==> src/design/link_tx_macros.svh <==
`ifndef LINK_TX_MACROS_SVH
`define LINK_TX_MACROS_SVH

// lane count
`define LINK_LANES      4

// phase lengths in word periods
`define INIT_LEN        64
`define ADJUST_LEN      256
`define ALIGN_LEN       4
`define DATA_LEN        1024

// windows on the down-counter, both bounds exclusive
`define PAT_LO          32
`define PAT_HI          224
`define PHY_LO          64
`define PHY_HI          196

`define ADJUST_PATTERN  32'h0000AAAA
`define ALIGN_CODE      16'hF731

`define LFSR_TAPS       32'h80200003   // x^32+x^22+x^2+x+1, galois form
`define LFSR_SEED_BASE  32'h5EED0001

`endif

==> src/design/link_tx_pkg.sv <==
`default_nettype none

package link_tx_pkg;

  // ####################################################################
  // phases of the training sequence
  // ####################################################################
  typedef enum logic [1:0] {
    INIT          = 2'd0,
    DELAY_ADJUST  = 2'd1,
    WORD_ALIGN    = 2'd2,
    DATA_TRANSFER = 2'd3
  } link_phase_e;

  // ####################################################################
  // lane word views
  // ####################################################################
  typedef struct packed {
    logic [15:0] code;
    logic [7:0]  lane;
    logic [7:0]  round;   // low byte
  } align_word_s;

  // same 32 bits seen raw or as align fields
  typedef union packed {
    logic [31:0] raw;
    align_word_s align;
  } lane_word_u;

endpackage

`default_nettype wire

==> src/design/train_if.sv <==
`timescale 1ns/100ps
`default_nettype none

interface train_if;
  import link_tx_pkg::*;

  link_phase_e phase;
  logic [9:0]  cnt;       // period down-counter
  logic        step;      // descriptor valid
  logic        phy_win;
  logic [7:0]  round;
  logic        clr;       // unregistered CLR

  modport seq (output phase, cnt, step, phy_win, round, clr);

  modport lane (input phase, cnt, step, round, clr);

  // output stage only needs timing and phase
  modport mon (input step, phase, phy_win, clr);

endinterface

`default_nettype wire

==> src/design/train_sequencer.sv <==
`timescale 1ns/100ps
`default_nettype none

`include "link_tx_macros.svh"

module train_sequencer (
  input  logic CLK,
  input  logic RSTX,
  input  logic pull,
  input  logic clr_in,
  train_if.seq tif
);
  import link_tx_pkg::*;

  link_phase_e phase_q;
  logic [9:0]  cnt_q;
  logic [7:0]  round_q;
  logic        phy_hit;

  assign tif.clr = clr_in;  // all stages clear on the same edge

  assign phy_hit = (phase_q == DELAY_ADJUST)
                && (cnt_q > `PHY_LO) && (cnt_q < `PHY_HI);

  // ####################################################################
  // phase and period counter
  // ####################################################################
  always_ff @(posedge CLK or negedge RSTX) begin
    if (!RSTX) begin
      phase_q <= INIT;
      cnt_q   <= 10'(`INIT_LEN - 1);
      round_q <= '0;
    end else if (clr_in) begin
      phase_q <= INIT;
      cnt_q   <= 10'(`INIT_LEN - 1);
      round_q <= '0;
    end else if (pull) begin
      if (cnt_q == '0) begin
        case (phase_q)
          DELAY_ADJUST: begin
            phase_q <= WORD_ALIGN;
            cnt_q   <= 10'(`ALIGN_LEN - 1);
          end
          WORD_ALIGN: begin
            phase_q <= DATA_TRANSFER;
            cnt_q   <= 10'(`DATA_LEN - 1);
          end
          default: begin  // INIT or end of data
            phase_q <= DELAY_ADJUST;
            cnt_q   <= 10'(`ADJUST_LEN - 1);
            round_q <= round_q + 8'd1;
          end
        endcase
      end else begin
        cnt_q <= cnt_q - 10'd1;
      end
    end
  end

  // descriptor of the period just pulled
  always_ff @(posedge CLK or negedge RSTX) begin
    if (!RSTX) begin
      tif.step    <= 1'b0;
      tif.phase   <= INIT;
      tif.cnt     <= '0;
      tif.phy_win <= 1'b0;
      tif.round   <= '0;
    end else if (clr_in) begin
      tif.step    <= 1'b0;
      tif.phase   <= INIT;
      tif.cnt     <= '0;
      tif.phy_win <= 1'b0;
      tif.round   <= '0;
    end else begin
      tif.step <= pull;
      if (pull) begin
        tif.phase   <= phase_q;
        tif.cnt     <= cnt_q;
        tif.phy_win <= phy_hit;
        tif.round   <= round_q;
      end
    end
  end

endmodule

`default_nettype wire

==> src/design/lane_sender.sv <==
`timescale 1ns/100ps
`default_nettype none

`include "link_tx_macros.svh"

module lane_sender #(
  parameter int LANE = 0
) (
  input  logic                   CLK,
  input  logic                   RSTX,
  train_if.lane                  tif,
  output link_tx_pkg::lane_word_u word
);
  import link_tx_pkg::*;

  localparam logic [31:0] SEED = `LFSR_SEED_BASE + LANE;

  logic [31:0] lfsr;
  logic [31:0] lfsr_next;
  logic        in_pat;

  // galois step, shift right
  assign lfsr_next = (lfsr >> 1) ^ (lfsr[0] ? `LFSR_TAPS : 32'h0);

  assign in_pat = (tif.cnt > `PAT_LO) && (tif.cnt < `PAT_HI);

  always_ff @(posedge CLK or negedge RSTX) begin
    if (!RSTX) begin
      word <= '0;
      lfsr <= SEED;
    end else if (tif.clr) begin
      word <= '0;
      lfsr <= SEED;
    end else if (tif.step) begin
      case (tif.phase)
        DELAY_ADJUST: word.raw <= in_pat ? `ADJUST_PATTERN : 32'h0;
        WORD_ALIGN: begin
          word.align.code  <= `ALIGN_CODE;
          word.align.lane  <= 8'(LANE);
          word.align.round <= tif.round;
        end
        DATA_TRANSFER: begin
          word.raw <= lfsr;
          lfsr     <= lfsr_next;   // runs on across rounds
        end
        default: word <= '0;  // idle INIT
      endcase
    end
  end

endmodule

`default_nettype wire

==> src/design/link_out_stage.sv <==
`timescale 1ns/100ps
`default_nettype none

`include "link_tx_macros.svh"

module link_out_stage (
  input  logic                           CLK,
  input  logic                           RSTX,
  train_if.mon                           tif,
  input  link_tx_pkg::lane_word_u        lane_words [`LINK_LANES],
  output logic                           DOPUSH,
  output logic                           PHY_INIT,
  output logic [`LINK_LANES*32-1:0]      DOUT,
  output logic [31:0]                    DATA_WORDS,
  output logic [15:0]                    ROUNDS
);
  import link_tx_pkg::*;

  logic                        step_d;
  link_phase_e                 phase_d;
  link_phase_e                 last_phase;  // phase of previous pushed period
  logic                        phy_d;
  logic                        first_adj;
  logic [`LINK_LANES*32-1:0]   dout_next;

  always_comb begin
    for (int i = 0; i < `LINK_LANES; i++) begin
      dout_next[32*i +: 32] = lane_words[i].raw;  // lane 0 lowest
    end
  end

  assign first_adj = (phase_d == DELAY_ADJUST) && (last_phase != DELAY_ADJUST);

  // ####################################################################
  // one cycle behind the lanes
  // ####################################################################
  always_ff @(posedge CLK or negedge RSTX) begin
    if (!RSTX) begin
      step_d     <= 1'b0;
      phase_d    <= INIT;
      phy_d      <= 1'b0;
      last_phase <= INIT;
      DOPUSH     <= 1'b0;
      PHY_INIT   <= 1'b0;
      DOUT       <= '0;
      DATA_WORDS <= '0;
      ROUNDS     <= '0;
    end else if (tif.clr) begin
      step_d     <= 1'b0;
      phase_d    <= INIT;
      phy_d      <= 1'b0;
      last_phase <= INIT;
      DOPUSH     <= 1'b0;
      PHY_INIT   <= 1'b0;
      DOUT       <= '0;
      DATA_WORDS <= '0;
      ROUNDS     <= '0;
    end else begin
      step_d   <= tif.step;
      phase_d  <= tif.phase;
      phy_d    <= tif.phy_win;
      DOPUSH   <= step_d && (phase_d != INIT);
      PHY_INIT <= step_d && phy_d;
      if (step_d) begin
        DOUT       <= dout_next;
        last_phase <= phase_d;
        if (phase_d == DATA_TRANSFER) DATA_WORDS <= DATA_WORDS + 32'd1;
        if (first_adj)                ROUNDS     <= ROUNDS + 16'd1;
      end
    end
  end

endmodule

`default_nettype wire

==> src/design/link_tx_top.sv <==
`timescale 1ns/100ps
`default_nettype none

`include "link_tx_macros.svh"

module link_tx_top (
  input  logic                      CLK,
  input  logic                      RSTX,
  input  logic                      DOPULL,
  input  logic                      CLR,
  output logic                      DOPUSH,
  output logic                      PHY_INIT,
  output logic [`LINK_LANES*32-1:0] DOUT,
  output logic [31:0]               DATA_WORDS,
  output logic [15:0]               ROUNDS
);
  import link_tx_pkg::*;

  lane_word_u lane_words [`LINK_LANES];

  train_if tif ();

  train_sequencer i_seq (
    .CLK    (CLK),
    .RSTX   (RSTX),
    .pull   (DOPULL),
    .clr_in (CLR),
    .tif    (tif.seq)
  );

  // one sender per lane
  for (genvar g = 0; g < `LINK_LANES; g++) begin : g_lane
    lane_sender #(.LANE(g)) i_lane (
      .CLK  (CLK),
      .RSTX (RSTX),
      .tif  (tif.lane),
      .word (lane_words[g])
    );
  end

  link_out_stage i_out (
    .CLK        (CLK),
    .RSTX       (RSTX),
    .tif        (tif.mon),
    .lane_words (lane_words),
    .DOPUSH     (DOPUSH),
    .PHY_INIT   (PHY_INIT),
    .DOUT       (DOUT),
    .DATA_WORDS (DATA_WORDS),
    .ROUNDS     (ROUNDS)
  );

endmodule

`default_nettype wire

==> config.mk <==
export PLATFORM = sky130hd
export DESIGN_NAME = link_tx_top
export DESIGN_NICKNAME = d
export VERILOG_FILES = /design/src/design/link_tx_pkg.sv /design/src/design/train_if.sv /design/src/design/train_sequencer.sv /design/src/design/lane_sender.sv /design/src/design/link_out_stage.sv /design/src/design/link_tx_top.sv
export VERILOG_INCLUDE_DIRS = /design/src /design/src/design
export SDC_FILE = /design/constraint.sdc
export NUM_CORES = 1
export LEC_CHECK = 0
export ABC_AREA = 1
export BUFFER_PORTS_ARGS = -buffer_cell sky130_fd_sc_hd__buf_4
export CAP_MARGIN = 15
export CORE_ASPECT_RATIO = 1.5
export CORE_MARGIN = 2
export CORE_UTILIZATION = 55
export CTS_CLUSTER_DIAMETER = 200
export DETAILED_ROUTE_END_ITERATION = 8
export GPL_TIMING_DRIVEN = 0
export PLACE_DENSITY = 0.75
export SETUP_SLACK_MARGIN = 0.3
export SYNTH_ARGS = -nofsm -noshare
export SYNTH_HDL_FRONTEND = slang
export SYNTH_SLANG_ARGS = --single-unit
==> constraint.sdc <==
create_clock -name CLK -period 4.1 [get_ports CLK]
set_clock_uncertainty 0.05 [all_clocks]
set_input_delay 0.41 -clock CLK [delete_from_list [all_inputs] [get_ports CLK]]
set_output_delay 0.41 -clock CLK [all_outputs]
set_load 0.01 [all_outputs]
==> results.md <==
- Outcome: complete, no violations
- Dominant synthesized flop cell: dfrtp_1
- CP Depth: 5
- Initial antenna violation count: 0
- GPL Wtd Cong: 0.940
- Pin count of the biggest net entering global routing: 134
- Min-delay worst type: in2reg
- Asr flop ratio synth: 100%
- Commonest non-fill, non-tap cell in the layout: dfrtp_1
- Max-cap violations: 0
- Flops & latches, synth: 482
- CTS Sinks: 482
- CTS tree: yes
- Pins over their slew limit: 0
- Unrepaired setup endpoints after global routing: no
- Drt total wl: 56800 um
- Initial Util: 55.8%
- Clock slew at reported path FFs: 60 ps
- Row cnt: 85
- R2R cell count: 6
- Final setup violation count: 0
- Critical path's largest stage delay: 570 ps
- Htree depth: 2
- Worst-Margin Slew: 894 ps
- Most frequent CP cell: buf_16
- Total GRT Usage: a little under a third
- Vias per cell: between 5 and 6
- CP Max Fanout: 133
- Hold path depth: 3
- Critical path type: in2async
- CTS Buf Count: 44
- DP HPWL: 40700 um
- PD cells: 403 mW/mm^2
- Sequential area share after synthesis: 60.7%
- Die area: 0.0379 sq mm
- N_diodes: 0
- First-pass GRT wire length: roughly 90000 um
- Layout cell share with drive strength beyond 1: 16.1%
- Vias in the first global route: between 15000 and 20000
- Antenna viol nets, final: 0
- Relative slew slack: 40.3%
- Root buffer cell: clkbuf_16
- Setup WS pre-CTS: 1770 ps
- Grt ovf: 0
- Core box area: 0.0358 sq mm
- Synth cell types: 38
- Syn Area/Cell: 9.34 sq um
- Peak supply drop: 0.321 mV
- Drt pass-1 iters: 6
- Clk buf depth: 3
- CP delay by family, top: buffers and inverters
- Die Height: ~240 um
- Worst-Skew Late Latency: around 570 ps
- Period utilisation layout: 57.0%
- Post-synth EDFFs: 0
- Crit path launch type: input pin
- Vias: 16700
- Synth-to-Final Area Change: 18.1%
- Post-Syn Instances: 2140
- Post-Syn Nets: 2151
- CP max stage cell: dlygate4sd3_1
- Nature of the critical path endpoint: async pin
- CP Data Arrival Time: 2910 ps
- Final worst-path setup slack: approximately 1800 ps
- Worst path cell trace: dlygate4sd3_1 -> buf_8 -> buf_16 -> buf_16 -> buf_16
- Max Clk Rate: 428 MHz
- Worst Path Buf+Inv: 5
- Worst hold slack: 154 ps
- Top Ports: 182
- Remaining routing DRC violations: 0
- First DRT Iteration DRCs: 1639
- YS warnings: 0
- Final hold violations: 0
- WL/cell: slightly below 20 um
- Synthesized area: 0.0200 sq mm
- Leak Pwr: 11.5 nW
- Min Tclk post-route: 2340 ps
- Die W: 160 um
- I/O Buffers: 180
- # resized after CTS: 0
- Commonest non-fill, non-tap cells in the layout: dfrtp_1, nand2_1, inv_1, nand3_1, o21ai_0
- Nets: 2382
- Required time of the critical path: roughly 4700 ps
==> Yosys cell counts, types with 2 or more instances <==
master / count / area, sq um
dfrtp_1: 427 / 10700
nand4_1: 20 / 125
nor3_1: 15 / 75.1
a32oi_1: 2 / 17.5
buf_6: 4 / 45.0
a21oi_1: 37 / 185
o22ai_1: 113 / 707
clkinv_1: 2 / 7.51
buf_1: 19 / 71.3
nand2_2: 2 / 12.5
inv_1: 288 / 1080
nand3_1: 255 / 1280
buf_2: 41 / 205
nand3_4: 2 / 35.0
a22o_1: 3 / 26.3
nand2_1: 354 / 1330
o21ai_0: 229 / 1150
nor2_1: 111 / 417
clkbuf_1: 50 / 188
nor2_4: 4 / 45.0
a22oi_1: 52 / 390
ha_1: 7 / 87.6
nor3b_1: 4 / 30.0
nor2_2: 5 / 31.3
o221ai_1: 7 / 61.3
inv_2: 6 / 22.5
xnor2_1: 5 / 43.8
xor2_1: 7 / 61.3
buf_4: 3 / 22.5
nand3_2: 2 / 20.0
dfstp_2: 55 / 1450
o31ai_1: 3 / 22.5
==> per-layer routing <==
layer | part of all wire, % | track usage (%)
met5 | 0 | 0
met4 | 5.2 | 15.6
met3 | 5.1 | 3.82
met2 | 51 | 52.7
met1 | 38 | 36.9
==> report_power, final <==
part | total, W | switching [W] | leakage, nW | internal, W
Sequential | 0.00478 | 0.00000538 | 6.54 | 0.00477
Clock | 0.00440 | 0.00186 | 0.760 | 0.00255
Combinational | 0.000337 | 0.000281 | 4.19 | 0.0000561
==> final cells by class <==
| class | instances | area (sq um) |
|---|---|---|
| fillers | 2877 | 12200 |
| multi-input cells | 1245 | 6210 |
| well taps | 478 | 598 |
| plain buffers | 117 | 532 |
| inverters | 296 | 1110 |
| flip-flops and latches | 482 | 12100 |
| clock inverters | 23 | 280 |
| repair buffers | 185 | 1480 |
| clock buffers | 59 | 1260 |
==> sequential cells by signal (all words and copies together) (netlist names) <==
register            count
i_out.DATA_WORDS       32
i_seq.phase_q           2
i_out.phase_d           2
i_out.phy_d             1
g_lane.i_lane.word    128
i_out.DOPUSH            1
g_lane.i_lane.lfsr    128
i_seq.tif.cnt          10
i_out.step_d            1
i_seq.round_q           8
i_seq.tif.round         8
i_out.PHY_INIT          1
i_out.ROUNDS           16
i_seq.tif.step          1
i_seq.cnt_q            10
i_out.last_phase        2
i_seq.tif.phase         2
i_seq.tif.phy_win       1
i_out.DOUT            128
==> timing repair <==
item	in CTS	in global routing
hold endpoints to repair	36	0
hold buffers	1	0
buffers inserted	0	0
==> metrics by stage <==
stage	instance area, sq um	std cells	utilization, %	TNS, ps	power [W]
floorplan	20000	2140	-	0	0.00501
global placement	21900	2798	61.2	-935190	0.00518
detailed placement	22000	2802	61.5	0	0.00520
CTS	23600	2885	65.8	0	0.00954
global route	23600	2885	65.8	0	0.00975
finish	23600	2885	65.8	0	0.00952
==> worst register-to-register path, delay by kind of cell, from the launching register on <==
| family | cells | cell delay, ps |
|---|---|---|
| flip-flops | 1 | 370 |
| buffers and inverters | 4 | 1470 |
| AND/OR/NAND/NOR | 2 | 260 |
==> logic make-up after synthesis <==
kind of cell	count (synthesis)	share of synthesized area, %
flops	482	60.7
xor+xnor	12	0.526
fa+ha+maj	7	0.438
buf+inv	413	8.22
simple gates	777	17.2
compound gates	449	12.9
==> path summary, 6_finish.rpt <==
path / start / endpoint / slack (ps)
min reg2reg: g_lane[2].i_lane.lfsr[3]$_DFFE_PN0P_ / g_lane[2].i_lane.lfsr[3]$_DFFE_PN0P_ / 420
max in group CLK: i_out.step_d$_DFF_PN0_ / i_out.DOUT[39]$_DFFE_PN0P_ / 1880
min: DOPULL / i_seq.phase_q[1]$_DFFE_PN0P_ / 150
max: RSTX / i_out.DOUT[97]$_DFFE_PN0P_ / 1760
min in group asynchronous: RSTX / i_out.DOUT[114]$_DFFE_PN0P_ / 250
max reg2reg: i_out.step_d$_DFF_PN0_ / i_out.DOUT[39]$_DFFE_PN0P_ / 1880
No activity file was read; power rests on OpenSTA's default activity.
